File: src/source/nes_host_pkg.sv
// NES host package
// Shared widths, memory map, file types and the loader types
`default_nettype none

package nes_host_pkg;

	//////////////////////////////
	// Widths and memory map
	//////////////////////////////

	localparam int MEM_ADDR_W = 22;   // Cartridge memory address
	localparam int DL_ADDR_W  = 25;   // Download byte offset
	localparam int HEADER_BYTES = 16;
	localparam int PRG_PAGE_SHIFT = 14;   // 16 KiB pages
	localparam int CHR_PAGE_SHIFT = 13;   // 8 KiB pages

	localparam logic [MEM_ADDR_W-1:0] PRG_BASE = '0;
	localparam logic [MEM_ADDR_W-1:0] CHR_BASE = 22'h20_0000;

	localparam logic [7:0] FILETYPE_CHEAT = 8'hFF;
	localparam int SETTLE_CYCLES = 255;   // Reset hold after a load
	localparam int CHEAT_W = 128;

	//////////////////////////////
	// Types
	//////////////////////////////

	typedef enum logic [2:0] {
		LOAD_HEADER,
		LOAD_PRG,
		LOAD_CHR,
		LOAD_DONE,
		LOAD_ERROR
	} loader_state_e;

	// Cheat record field, picked by offset bits 3..2
	typedef enum logic [1:0] {
		CHEAT_FLAGS,
		CHEAT_ADDRESS,
		CHEAT_COMPARE,
		CHEAT_REPLACE
	} cheat_field_e;

	typedef struct packed {
		logic [5:0] reserved;
		logic       has_saves;
		logic [7:0] submapper_byte;   // Byte 8 on iNES 2.0 only
		logic       four_screen;
		logic       chr_ram;
		logic       mirroring;
		logic [2:0] chr_size;
		logic [2:0] prg_size;
		logic [7:0] mapper;
	} mapper_flags_t;

	function automatic logic is_cheat_file(input logic [7:0] index);
		return index == FILETYPE_CHEAT;
	endfunction

endpackage

`default_nettype wire

File: src/source/host_download_if.sv
// Host download bundle
// File byte stream from the host to the loader, cheat collector and reset control
`timescale 1ns/1ps
`default_nettype none

interface host_download_if;

	logic                                active;   // High for the whole file
	logic                                wr;       // One strobe per byte
	logic [nes_host_pkg::DL_ADDR_W-1:0]  addr;
	logic [7:0]                          data;
	logic [7:0]                          index;    // File type

	modport host (
		output active,
		output wr,
		output addr,
		output data,
		output index
	);

	modport sink (
		input active,
		input wr,
		input addr,
		input data,
		input index
	);

endinterface

`default_nettype wire

File: src/source/cheat_code_collector.sv
// Cheat code collector
// Builds 128-bit codes from 16-byte cheat records and pulses each one out
`timescale 1ns/1ps
`default_nettype none

module cheat_code_collector (
	input  wire                                  clk,
	input  wire                                  reset_nes,
	host_download_if.sink                        dl,
	output logic [nes_host_pkg::CHEAT_W-1:0]     cheat_code,
	output logic                                 code_valid
);

	logic cheat_wr;
	nes_host_pkg::cheat_field_e field;
	logic [6:0] field_base;
	logic [6:0] byte_pos;

	assign cheat_wr = dl.wr && dl.active && nes_host_pkg::is_cheat_file(dl.index);
	assign field = nes_host_pkg::cheat_field_e'(dl.addr[3:2]);

	// Layout from the top: flags, address, compare, replace
	always_comb begin
		case (field)
			nes_host_pkg::CHEAT_FLAGS:   field_base = 7'd96;
			nes_host_pkg::CHEAT_ADDRESS: field_base = 7'd64;
			nes_host_pkg::CHEAT_COMPARE: field_base = 7'd32;
			nes_host_pkg::CHEAT_REPLACE: field_base = 7'd0;
		endcase
	end

	assign byte_pos = field_base + 7'({dl.addr[1:0], 3'b000});   // Byte 0 is the LSB

	always_ff @(posedge clk) begin
		if (cheat_wr)
			cheat_code[byte_pos +: 8] <= dl.data;
	end

	// Last byte of a record completes the code
	always_ff @(posedge clk) begin
		if (reset_nes)
			code_valid <= 1'b0;
		else
			code_valid <= cheat_wr && dl.addr[3:0] == 4'hF;
	end

endmodule

`default_nettype wire

File: src/source/console_reset_ctrl.sv
// Console reset control
// Holds the console in reset before the first load, during a load,
// through the settle time after it and after a bad file
`timescale 1ns/1ps
`default_nettype none

module console_reset_ctrl (
	input  wire           clk,
	input  wire           reset_nes,
	host_download_if.sink dl,
	input  wire           loader_busy,
	input  wire           loader_error,
	output logic          cpu_reset
);

	logic loading;
	logic load_seen;   // Any cartridge load started
	logic [$clog2(nes_host_pkg::SETTLE_CYCLES + 1)-1:0] settle_cnt;

	assign loading = dl.active && !nes_host_pkg::is_cheat_file(dl.index);

	always_ff @(posedge clk) begin
		if (reset_nes) begin
			load_seen <= 1'b0;
			settle_cnt <= '0;
		end else begin
			if (loading)
				load_seen <= 1'b1;
			if (loading)
				settle_cnt <= $bits(settle_cnt)'(nes_host_pkg::SETTLE_CYCLES);
			else if (!loader_busy && settle_cnt != '0)
				settle_cnt <= settle_cnt - 1'b1;   // Count down once loader is idle
		end
	end

	assign cpu_reset = reset_nes || !load_seen || loading
		|| settle_cnt != '0 || loader_error;

endmodule

`default_nettype wire

File: src/source/ines_loader.sv
// iNES cartridge loader
// Parses the 16-byte header, writes PRG and CHR payload to memory
// and freezes the mapper flags at the end of the file
`timescale 1ns/1ps
`default_nettype none

module ines_loader (
	input  wire                                    clk,
	input  wire                                    reset_nes,
	host_download_if.sink                          dl,
	input  wire                                    invert_mirroring,
	output logic [nes_host_pkg::MEM_ADDR_W-1:0]    mem_addr,
	output logic [7:0]                             mem_data,
	output logic                                   mem_write,
	output nes_host_pkg::mapper_flags_t            mapper_flags,
	output logic                                   busy,
	output logic                                   done,
	output logic                                   error
);

	nes_host_pkg::loader_state_e state;

	logic active_q;
	logic byte_wr;
	logic load_start;
	logic hdr_we;
	logic [$clog2(nes_host_pkg::HEADER_BYTES):0] hdr_cnt;   // Counts to 16
	logic [$clog2(nes_host_pkg::HEADER_BYTES)-1:0] hdr_idx;
	logic [7:0] header [nes_host_pkg::HEADER_BYTES];
	logic [nes_host_pkg::MEM_ADDR_W-1:0] remaining;   // Payload bytes left in region

	logic header_full, header_ok;
	logic hdr_accept, hdr_reject;
	logic prg_end, chr_end;
	logic is_nes20, is_dirty;
	nes_host_pkg::mapper_flags_t flags_live;

	// Size code of a page count, ceil(log2(n)) capped at 7
	function automatic logic [2:0] size_code(input logic [7:0] pages);
		logic [2:0] code;
		code = 3'd0;
		for (int i = 0; i < 7; i++) begin
			if (pages > (8'd1 << i))
				code = 3'(i + 1);
		end
		return code;
	endfunction

	//////////////////////////////
	// Byte strobes
	//////////////////////////////

	assign byte_wr = dl.wr && dl.active && !nes_host_pkg::is_cheat_file(dl.index);
	assign load_start = dl.active && !active_q && !nes_host_pkg::is_cheat_file(dl.index);

	// A byte may arrive in the same cycle as the start edge
	assign hdr_we = byte_wr && (load_start || (state == nes_host_pkg::LOAD_HEADER
		&& hdr_cnt < nes_host_pkg::HEADER_BYTES));
	assign hdr_idx = load_start ? '0 : hdr_cnt[$bits(hdr_idx)-1:0];

	// Busy spans the PRG and CHR regions
	assign mem_write = byte_wr && !load_start && busy && remaining != '0;
	assign mem_data = dl.data;

	//////////////////////////////
	// Header checks and flags
	//////////////////////////////

	assign header_full = state == nes_host_pkg::LOAD_HEADER && !load_start
		&& hdr_cnt == nes_host_pkg::HEADER_BYTES;
	assign header_ok = header[0] == 8'h4E && header[1] == 8'h45 && header[2] == 8'h53
		&& header[3] == 8'h1A && !header[6][2];   // "NES" 1A, no trainer
	assign hdr_accept = header_full && header_ok;
	assign hdr_reject = header_full && !header_ok;

	assign prg_end = state == nes_host_pkg::LOAD_PRG && remaining == '0;
	assign chr_end = state == nes_host_pkg::LOAD_CHR && remaining == '0;

	assign is_nes20 = header[7][3:2] == 2'b10;
	assign is_dirty = !is_nes20 && (|{header[10], header[11], header[12],
		header[13], header[14], header[15]});

	always_comb begin
		flags_live = '0;
		flags_live.has_saves = header[6][1];
		flags_live.submapper_byte = is_nes20 ? header[8] : 8'h00;
		flags_live.four_screen = header[6][3];
		flags_live.chr_ram = header[5] == 8'h00;
		flags_live.mirroring = header[6][0] ^ invert_mirroring;
		flags_live.chr_size = size_code(header[5]);
		flags_live.prg_size = size_code(header[4]);
		flags_live.mapper = {is_dirty ? 4'h0 : header[7][7:4], header[6][7:4]};
	end

	//////////////////////////////
	// Control FSM
	//////////////////////////////

	always_ff @(posedge clk) begin
		if (reset_nes) begin
			active_q <= 1'b0;
			state <= nes_host_pkg::LOAD_HEADER;
			hdr_cnt <= '0;
			busy <= 1'b0;
			done <= 1'b0;
			error <= 1'b0;
		end else begin
			active_q <= dl.active;
			if (load_start) begin
				state <= nes_host_pkg::LOAD_HEADER;
				hdr_cnt <= $bits(hdr_cnt)'(byte_wr);
				busy <= 1'b0;
				done <= 1'b0;
				error <= 1'b0;
			end else begin
				case (state)
					nes_host_pkg::LOAD_HEADER: begin
						if (hdr_we)
							hdr_cnt <= hdr_cnt + 1'b1;
						else if (hdr_accept) begin
							busy <= 1'b1;
							state <= nes_host_pkg::LOAD_PRG;
						end else if (hdr_reject) begin
							state <= nes_host_pkg::LOAD_ERROR;
							done <= 1'b1;
							error <= 1'b1;
						end
					end
					nes_host_pkg::LOAD_PRG, nes_host_pkg::LOAD_CHR: begin
						if (prg_end)
							state <= nes_host_pkg::LOAD_CHR;
						else if (chr_end) begin
							state <= nes_host_pkg::LOAD_DONE;
							busy <= 1'b0;
							done <= 1'b1;
						end else if (!dl.active) begin   // File ended short
							state <= nes_host_pkg::LOAD_ERROR;
							busy <= 1'b0;
							done <= 1'b1;
							error <= 1'b1;
						end
					end
					nes_host_pkg::LOAD_DONE, nes_host_pkg::LOAD_ERROR: begin
						// Wait here for the next file
					end
					default: state <= nes_host_pkg::LOAD_HEADER;
				endcase
			end
		end
	end

	// Header store, region address and byte count
	always_ff @(posedge clk) begin
		if (hdr_we)
			header[hdr_idx] <= dl.data;
		if (hdr_accept) begin
			mem_addr <= nes_host_pkg::PRG_BASE;
			remaining <= nes_host_pkg::MEM_ADDR_W'(header[4]) << nes_host_pkg::PRG_PAGE_SHIFT;
		end else if (prg_end) begin
			mem_addr <= nes_host_pkg::CHR_BASE;
			remaining <= nes_host_pkg::MEM_ADDR_W'(header[5]) << nes_host_pkg::CHR_PAGE_SHIFT;
		end else if (mem_write) begin
			mem_addr <= mem_addr + 1'b1;
			remaining <= remaining - 1'b1;
		end
		if (chr_end)
			mapper_flags <= flags_live;   // Frozen at load end
	end

endmodule

`default_nettype wire

File: src/source/joypad_serializer.sv
// Joypad serializer
// Latches two NES controller reports on strobe, with optional multitap,
// and shifts each port out on its own clock
`timescale 1ns/1ps
`default_nettype none

module joypad_serializer (
	input  wire        clk,
	input  wire        reset_nes,
	input  wire [7:0]  pad_a,
	input  wire [7:0]  pad_b,
	input  wire [7:0]  pad_c,
	input  wire [7:0]  pad_d,
	input  wire        joy_swap,
	input  wire        multitap,
	input  wire        strobe,
	input  wire [1:0]  port_clock,
	output logic [1:0] joy_data
);

	logic [7:0] nes_a, nes_b, nes_c, nes_d;
	logic [23:0] report [2];
	logic [23:0] shreg [2];
	logic [1:0] clock_q;
	logic [1:0] clock_fall;

	// Host order to NES order, A ends up in bit 0
	function automatic logic [7:0] nes_order(input logic [7:0] host);
		return {host[0], host[1], host[2], host[3], host[7], host[6], host[5], host[4]};
	endfunction

	assign nes_a = nes_order(pad_a);
	assign nes_b = nes_order(pad_b);
	assign nes_c = nes_order(pad_c);
	assign nes_d = nes_order(pad_d);

	//////////////////////////////
	// Reports
	//////////////////////////////

	// Multitap adds pads C and D and a port signature
	assign report[0] = {multitap ? {8'h08, nes_c} : 16'hFFFF, joy_swap ? nes_b : nes_a};
	assign report[1] = {multitap ? {8'h04, nes_d} : 16'hFFFF, joy_swap ? nes_a : nes_b};

	assign clock_fall = clock_q & ~port_clock;

	//////////////////////////////
	// Shift registers
	//////////////////////////////

	always_ff @(posedge clk) begin
		if (reset_nes) begin
			clock_q <= '0;
			for (int n = 0; n < 2; n++) begin
				shreg[n] <= '0;
			end
		end else begin
			clock_q <= port_clock;
			for (int n = 0; n < 2; n++) begin
				if (strobe)
					shreg[n] <= report[n];   // Reload while strobe is high
				else if (clock_fall[n])
					shreg[n] <= {1'b0, shreg[n][23:1]};
			end
		end
	end

	assign joy_data = {shreg[1][0], shreg[0][0]};

endmodule

`default_nettype wire

File: src/source/nes_host_top.sv
// NES host top level
// Download lines, cartridge loader, cheat collector, joypads and console reset
`timescale 1ns/1ps
`default_nettype none

module nes_host_top (
	input  wire                                   clk,
	input  wire                                   reset_nes,
	input  wire                                   dl_active,
	input  wire                                   dl_wr,
	input  wire [nes_host_pkg::DL_ADDR_W-1:0]     dl_addr,
	input  wire [7:0]                             dl_data,
	input  wire [7:0]                             dl_index,
	input  wire                                   invert_mirroring,
	input  wire [7:0]                             pad_a,
	input  wire [7:0]                             pad_b,
	input  wire [7:0]                             pad_c,
	input  wire [7:0]                             pad_d,
	input  wire                                   joy_swap,
	input  wire                                   multitap,
	input  wire                                   joy_strobe,
	input  wire [1:0]                             joy_clock,
	output logic [nes_host_pkg::MEM_ADDR_W-1:0]   mem_addr,
	output logic [7:0]                            mem_data,
	output logic                                  mem_write,
	output nes_host_pkg::mapper_flags_t           mapper_flags,
	output logic                                  loader_busy,
	output logic                                  loader_done,
	output logic                                  loader_error,
	output logic [nes_host_pkg::CHEAT_W-1:0]      cheat_code,
	output logic                                  code_valid,
	output logic [1:0]                            joy_data,
	output logic                                  cpu_reset
);

	host_download_if dl_if ();

	// Host side of the download bundle
	assign dl_if.active = dl_active;
	assign dl_if.wr     = dl_wr;
	assign dl_if.addr   = dl_addr;
	assign dl_if.data   = dl_data;
	assign dl_if.index  = dl_index;

	ines_loader ines_loader_inst (
		.clk              (clk),
		.reset_nes        (reset_nes),
		.dl               (dl_if),
		.invert_mirroring (invert_mirroring),
		.mem_addr         (mem_addr),
		.mem_data         (mem_data),
		.mem_write        (mem_write),
		.mapper_flags     (mapper_flags),
		.busy             (loader_busy),
		.done             (loader_done),
		.error            (loader_error)
	);

	cheat_code_collector cheat_code_collector_inst (
		.clk        (clk),
		.reset_nes  (reset_nes),
		.dl         (dl_if),
		.cheat_code (cheat_code),
		.code_valid (code_valid)
	);

	joypad_serializer joypad_serializer_inst (
		.clk        (clk),
		.reset_nes  (reset_nes),
		.pad_a      (pad_a),
		.pad_b      (pad_b),
		.pad_c      (pad_c),
		.pad_d      (pad_d),
		.joy_swap   (joy_swap),
		.multitap   (multitap),
		.strobe     (joy_strobe),
		.port_clock (joy_clock),
		.joy_data   (joy_data)
	);

	console_reset_ctrl console_reset_ctrl_inst (
		.clk          (clk),
		.reset_nes    (reset_nes),
		.dl           (dl_if),
		.loader_busy  (loader_busy),
		.loader_error (loader_error),
		.cpu_reset    (cpu_reset)
	);

endmodule

`default_nettype wire

File: config.mk
export PLATFORM = sky130hd
export DESIGN_NAME = nes_host_top
export DESIGN_NICKNAME = d
export VERILOG_FILES = /design/src/source/nes_host_pkg.sv /design/src/source/host_download_if.sv /design/src/source/cheat_code_collector.sv /design/src/source/console_reset_ctrl.sv /design/src/source/ines_loader.sv /design/src/source/joypad_serializer.sv /design/src/source/nes_host_top.sv
export SDC_FILE = /design/constraint.sdc
export NUM_CORES = 1
export LEC_CHECK = 0
export BUFFER_PORTS_ARGS = -buffer_cell sky130_fd_sc_hd__buf_4
export CAP_MARGIN = 5
export CORE_ASPECT_RATIO = 0.5
export CORE_MARGIN = 3
export CORE_UTILIZATION = 50
export CTS_BUF_LIST = sky130_fd_sc_hd__clkbuf_4 sky130_fd_sc_hd__clkbuf_8 sky130_fd_sc_hd__clkbuf_16
export CTS_CLUSTER_DIAMETER = 40
export DETAILED_ROUTE_END_ITERATION = 16
export PLACE_DENSITY = 0.81
export SLEW_MARGIN = 20
export SYNTH_ARGS = -nofsm -noshare
export SYNTH_HDL_FRONTEND = slang
export SYNTH_SLANG_ARGS = --single-unit
File: constraint.sdc
create_clock -name clk -period 3.01 [get_ports clk]
set_clock_uncertainty 0.15 [all_clocks]
set_input_delay 0.301 -clock clk [delete_from_list [all_inputs] [get_ports clk]]
set_output_delay 0.301 -clock clk [all_outputs]
set_load 0.01 [all_outputs]
==> results.yml, run 1 <==
outcome:
  status: "complete, no violations"
timing:
  fin_crit_ns: 2.97
  max_freq_mhz: 336
  drv_slew: 0
  setup_viol: 0
  finalCritPeriodShare_pct: 98.8
  maxSlewHeadroom_pct: 32.9
  hold_slack_ns: 0.0175
  final-hold-violation-count: 0
  worst_slew_pin_slew_ns: 1.00
  setup-tns-final_ns: 0
route:
  vias_per_cell: 5.56
  drt-initial-drc-count: 898
  drtAntennaViolNets: 0
  dr.max_layer_used: "met4"
  drtPass1Iterations: 8
  wire_per_inst_um: 19.9
  wl_mm: 39.7
  wl_met1_mm: 15.2
  vias: 11100
  drcViolationCount: 0
  wl_met3_mm: 2.58
  wl_met2_mm: 20.1
clock_tree:
  root_buffer: "clkbuf_16"
  clock_latency_ns: 0.54
  cts_sinks: 388
  cts-buffers-inserted: 36
  cts.path.max_buffers: 3
  cts_tree: "done"
  htreeDepth: 2
  clkTransAtPathRegs_ns: 0.06
layout:
  final_common_cell: "edfxtp_1"
  syn_to_final_growth_pct: 26.7
  layout-drive-gt1-share_pct: 26.1
  layout_common_cells: "327 x edfxtp_1, 311 x buf_4, 185 x nor2_1"
  nets: 1636
  finalInstanceArea_mm2: 0.0199
global_routing:
  grt_max_degree: 35
  overflow: 0
  grtUsageTotal_pct: 23.1
  grt_pass1_vias: 11200
  grt_pass1_wl_mm: 61.4
  antenna_found_initial: 1
synthesis:
  ys_seq_elements: 388
  synthDistinctLibCells: 72
  yosysSeqAreaShare_pct: 70.4
  synth_ff_type: "edfxtp_1"
  synth_top_area_share_pct: 62.6
  avgSynthCellArea_um2: 13.0
  yosysTopAreaCell: "edfxtp_1"
  async_flop_share_pct: 0
  yosys_warnings: 0
  synthCells: 1211
  synth_edf_count: 327
  synth_area_mm2: 0.0157
  synthTopCellsByArea: "edfxtp_1 63%, dfxtp_1 7.8%, nor2_1 4.4%"
worst_setup_path:
  end_kind: "output port"
  worst-r2r-setup-slack_ns: 0.06
  worst-setup-path-type: "reg -> out"
  cp.required_ns: 2.56
  worst-r2r-cell-count: 7
  cp.arrival_ns: 2.52
  crit_fanout: 10
  cp-start-kind: "flip-flop"
die:
  num_rows: 45
  ios: 281
  start_util_pct: 51.2
  die_w_um: 257
  fp.dieH_um: 131
  core-area_mm2: 0.0306
  die_area_mm2: 0.0337
flow_run:
  maxCapViolCount: 0
placed_design:
  dpl_cell_area_mm2: 0.0183
  place_congestion: 0.860
  dp_hpwl_mm: 25.5
  io_buffers: 253
power:
  pwr-share-comb_pct: 5.1
  pwr-share-clk_pct: 41.0
  vdd_ir_drop_max_uv: 459
  internal-power_mw: 8.57
  p_leak_nw: 7.16
  switching_share_pct: 21.9
  seqPwrFrac_pct: 53.9
  power.switching_mw: 2.41
  power_density_mw_per_mm2: 552
min_path:
  holdPathStages: 3
  hold_class: "in -> reg"
[Yosys cell counts (all sizes together) (2+ instances only)]
master  count
inv        20
nand2     103
edfxtp    327
a31oi       6
nand2b      9
nor4       27
xnor2      16
nor4bb      4
a211oi      3
nor2      185
o211ai      3
nand4      11
or3        15
o21a        2
mux2i      20
o311ai      3
a22oi       5
xor2       29
and2       51
nor3b       4
a41oi       2
or2         5
nor4b       4
and4        3
nor3       28
dfxtp      61
and3        7
o31ai       5
o21ai      50
clkbuf     42
nand3b      3
ha         10
nand3      21
a221oi      3
buf        24
or4        10
nor2b      23
and4b       2
a21o       12
a21oi      35
[critical path: stages, from the launching register on]
cell and delay [ns]:
edfxtp_1 0.44, or4_4 0.58, or4_4 0.53, o21ai_4 0.22
inv_6 0.08, buf_4 0.15
[path summary, 6_finish.rpt]
path,from,endpoint
hold reg to reg,ines_loader_inst.header[6][3],ines_loader_inst.mapper_flags[16]
hold / removal,pad_a[5],joypad_serializer_inst.shreg[1][1]
setup reg to reg,ines_loader_inst.remaining[15],ines_loader_inst.mem_addr[18]
setup / recovery,ines_loader_inst.remaining[15],mem_write
[logic make-up (layout without fill, tap and decap cells)]
group           Yosys count  in the layout  synth area share (%)
simple gates            520            520                  16.6
flops                   388            388                  70.4
compound gates          141            141                  5.54
buf+inv                  86            440                  2.88
xor+xnor                 45             45                  2.51
mux                      20             20                  1.28
fa+ha+maj                10             10                 0.798
other cells               1              7                0.0239
[repair_timing]
item	CTS	global route
gates cloned	1	0
setup endpoints to repair	1	29
buffers inserted	2	3
hold buffers	41	0
endpoints found under the hold margin	39	0
pin swaps	2	4
gates resized for setup	11	1
[routing by layer]
layer  GRT usage, %  up-vias
met5              0        -
met4           10.5        0
met3           5.18      139
met2           40.5      454
met1           27.2     5457
li1               -     5037
[per-stage QoR]
| step | cells | util (%) | total power [mW] | setup WS [ns] |
|---|---|---|---|---|
| 5_1_grt | 1994 | 64.9 | 11.3 | -0.0154 |
| 6_report | 1994 | 64.9 | 11.0 | 0.0359 |
| 4_1_cts | 1990 | 64.8 | 11.0 | 0.00159 |
| 3_3_place_gp | 1882 | 59.6 | 6.49 | 0.136 |
| 2_1_floorplan | 1216 | - | 6.30 | 0.00110 |
| 3_5_place_dp | 1882 | 59.6 | 6.52 | 0.0872 |
[registers in the layout (all words and copies together), names as in the netlist, 2 cells and up]
name	flops
ines_loader_inst.mapper_flags	26
ines_loader_inst.remaining	22
ines_loader_inst.state	3
ines_loader_inst.mem_addr	22
ines_loader_inst.header	118
joypad_serializer_inst.shreg	48
console_reset_ctrl_inst.settle_cnt	8
joypad_serializer_inst.clock_q	2
ines_loader_inst.hdr_cnt	5
cheat_code_collector_inst.cheat_code	128
[layout make-up]
type	count	area, um2
inverter	20	80.1
fill	2170	10800
timing repair inverter	1	3.75
sequential	388	11000
clock buffer	42	952
tap	423	529
timing repair buffer	354	2790
clock inverter	23	194
multi-input combinational	742	4290
antenna	1	2.50
[power by group through the flow]
stage,sequential (mW),combinational (mW),clock [mW]
after global routing,5.92,0.603,4.76
after CTS,5.91,0.540,4.57
after floorplan,6.02,0.280,0
after global placement,6.02,0.466,0
after detailed placement,6.03,0.487,0
final,5.91,0.557,4.51
Note: power is estimated with default switching activity, not from simulation.
==> run 2, diff against run 1 <==
--- a/config.mk
+++ b/config.mk
@@ -13,7 +13,7 @@
 export CTS_BUF_LIST = sky130_fd_sc_hd__clkbuf_4 sky130_fd_sc_hd__clkbuf_8 sky130_fd_sc_hd__clkbuf_16
 export CTS_CLUSTER_DIAMETER = 40
 export DETAILED_ROUTE_END_ITERATION = 16
-export PLACE_DENSITY = 0.81
+export PLACE_DENSITY = 0.83
 export SLEW_MARGIN = 20
 export SYNTH_ARGS = -nofsm -noshare
 export SYNTH_HDL_FRONTEND = slang
==> run 2 against run 1 <==
Compared with the run above: combinational power about the same; sequential share of layout area is 0.53 points lower; global-route usage fell by 0.94 points; count of clock-buffer cells in the layout rose by 6; first-iteration DRC count increased by 0.22%; maximum frequency rose by 0.10%; die area is the same; sequential power barely moved; flip-flop and latch count unchanged; critical path type unchanged; critical endpoint unchanged; largest cell class unchanged; highest routed layer unchanged.
==> results.yml, run 2 (synthesis gave the netlist of run 1 again) <==
outcome:
  status: "complete, no violations"
layout:
  largest-register: "cheat_code_collector_inst.cheat_code"
  multi_input_area_mm2: 0.00429
  n_antenna_cell: 0
  layout-drive-gt1-share_pct: 27.1
  seq_area_mm2: 0.0110
  reg.largest.list: "cheat_code_collector_inst.cheat_code: 128 flops, ines_loader_inst.header: 118 flops, joypad_serializer_inst.shreg: 48 flops"
  finalInstanceArea_mm2: 0.0201
  fillCellCount: 2134
  utilization_pct: 65.5
  syn_to_final_growth_pct: 27.9
  final_common_cell: "edfxtp_1"
  largest_register_ffs: 128
  nets: 1651
  layout_common_cells: "327 x edfxtp_1, 325 x buf_4, 185 x nor2_1"
power:
  power_density_mw_per_mm2: 555
  pwr-share-clk_pct: 41.9
  switching_share_pct: 21.6
  seqPwrFrac_pct: 53.1
  pwr-share-comb_pct: 5.0
  vdd_ir_drop_max_uv: 488
  internal-power_mw: 8.74
  power.switching_mw: 2.41
  p_leak_nw: 7.28
clock_tree:
  cts_tree: "done"
  clock_latency_ns: 0.54
  htreeDepth: 2
  clkTransAtPathRegs_ns: 0.06
  root_buffer: "clkbuf_16"
  cts_sinks: 388
  cts.path.max_buffers: 3
  cts-buffers-inserted: 38
worst_setup_path:
  cp_common_cell: "or4_4"
  setup.worst_path.start: "ines_loader_inst.remaining[18]"
  worst-r2r-cell-count: 7
  cp.arrival_ns: 2.52
  r2r_start: "ines_loader_inst.remaining[18]"
  cp.required_ns: 2.56
  worst-setup-path-type: "reg -> out"
  cp_slowest_cell: "or4_4"
  crit_end: "mem_write"
  path_cells: "or4_4 -> or4_4 -> o21ai_4 -> clkinv_4 -> buf_4"
  r2r_end: "ines_loader_inst.remaining[10]"
  worst-r2r-setup-slack_ns: 0.09
  cp-start-kind: "flip-flop"
  crit_fanout: 5
  slowest_delay_ns: 0.56
  end_kind: "output port"
die:
  core-area_mm2: 0.0306
  ios: 281
  start_util_pct: 51.2
  die_area_mm2: 0.0337
  num_rows: 45
  die_w_um: 257
  fp.dieH_um: 131
timing:
  setup_viol: 0
  drv_slew: 0
  fin_ws_ns: 0.0390
  finalCritPeriodShare_pct: 98.7
  worst_slew_pin_slew_ns: 1.03
  final-hold-violation-count: 0
  maxSlewHeadroom_pct: 31.2
  max_freq_mhz: 337
  fin_crit_ns: 2.97
route:
  drcViolationCount: 0
  wire_per_inst_um: 18.9
  vias_per_cell: 5.46
  wl_mm: 38.0
  drt-initial-drc-count: 900
  drtAntennaViolNets: 0
  drtPass1Iterations: 5
  vias: 11000
global_routing:
  antenna_found_initial: 0
  overflow: 0
  grt_max_degree: 35
  grt_pass1_wl_mm: 59.4
  grtUsageTotal_pct: 22.1
  grt_pass1_vias: 11200
placed_design:
  dp_worst_setup_slack_ns: 0.147
  dp_hpwl_mm: 24.7
  dpl_cell_area_mm2: 0.0183
  io_buffers: 253
  place_congestion: 0.841
flow_run:
  maxCapViolCount: 0
min_path:
  hold_class: "in -> reg"
run 2: cell types whose count changed in the layout (fill, tap and decap cells not counted), moves of 2 or more:
cell	before	now
clkinv_1	7	5
clkinv_4	1	4
clkbuf_4	5	7
buf_4	311	325
inv_6	3	1
inv_2	3	1
clkbuf_16	36	40
clkinv_2	5	7
run 2: per-layer routing:
layer	vias up	global-route usage, %	share of wire, %
met5	-	0	0
met4	0	8.83	3.8
met3	113	5.10	6.7
met2	417	39.3	51
met1	5379	26.2	39
li1	5070	-	-
run 2: worst min path at each step:
stage	startpoint	to	slack, ns	cells past startpoint
floorplan	dl_data[0]	ines_loader_inst.header[0][0]	0.25	0
global placement	ines_loader_inst.header[6][7]	ines_loader_inst.mapper_flags[3]	0.26	0
detailed placement	ines_loader_inst.header[6][4]	ines_loader_inst.mapper_flags[0]	0.25	0
CTS	pad_b[3]	joypad_serializer_inst.shreg[1][4]	0.0005	3
global route	dl_data[1]	ines_loader_inst.header[13][1]	0.02	1
finish	pad_a[5]	joypad_serializer_inst.shreg[0][1]	0.01	3
run 2: stage by stage:
step	instances	power, mW	setup TNS, ns	hold WS (ns)
after global routing	2011	11.5	-0.0150	0.0177
after CTS	2002	11.2	0	0.000454
after floorplan	1216	6.30	0	0.250
after detailed placement	1883	6.52	0	0.255
final	2011	11.1	0	0.0143
after global placement	1883	6.49	0	0.258
run 2: final cells by class:
type,count,share of cell area [%]
Clock inverter,22,0.829
Tap cell,423,2.64
Clock buffer,48,5.32
Multi-Input combinational cell,742,21.4
Timing Repair Buffer,368,14.4
Sequential cell,388,55.0
Inverter,20,0.399
run 2: worst max-delay path: cells and delay by family, from the launching register on:
kind | cells | cell delay [ns]
AND/OR/NAND/NOR | 2 | 1.11
flip-flops | 1 | 0.40
buffers and inverters | 2 | 0.25
AO/OA/AOI/OAI | 1 | 0.22
run 2: power by group through the flow:
stage | logic, mW | clock network [mW] | registers (mW)
2_1_floorplan | 0.280 | 0 | 6.02
3_3_place_gp | 0.471 | 0 | 6.02
3_5_place_dp | 0.492 | 0 | 6.03
4_1_cts | 0.547 | 4.73 | 5.91
5_1_grt | 0.607 | 4.93 | 5.92
6_report | 0.558 | 4.67 | 5.91
run 2: repair_timing:
item / in CTS / in global routing
pin swaps: 4 / 4
hold endpoints to repair: 36 / 0
gates resized for setup: 8 / 5
endpoints found under the setup margin: 1 / 16
gates cloned: 0 / 0
buffers inserted: 11 / 10
hold buffers: 40 / 0
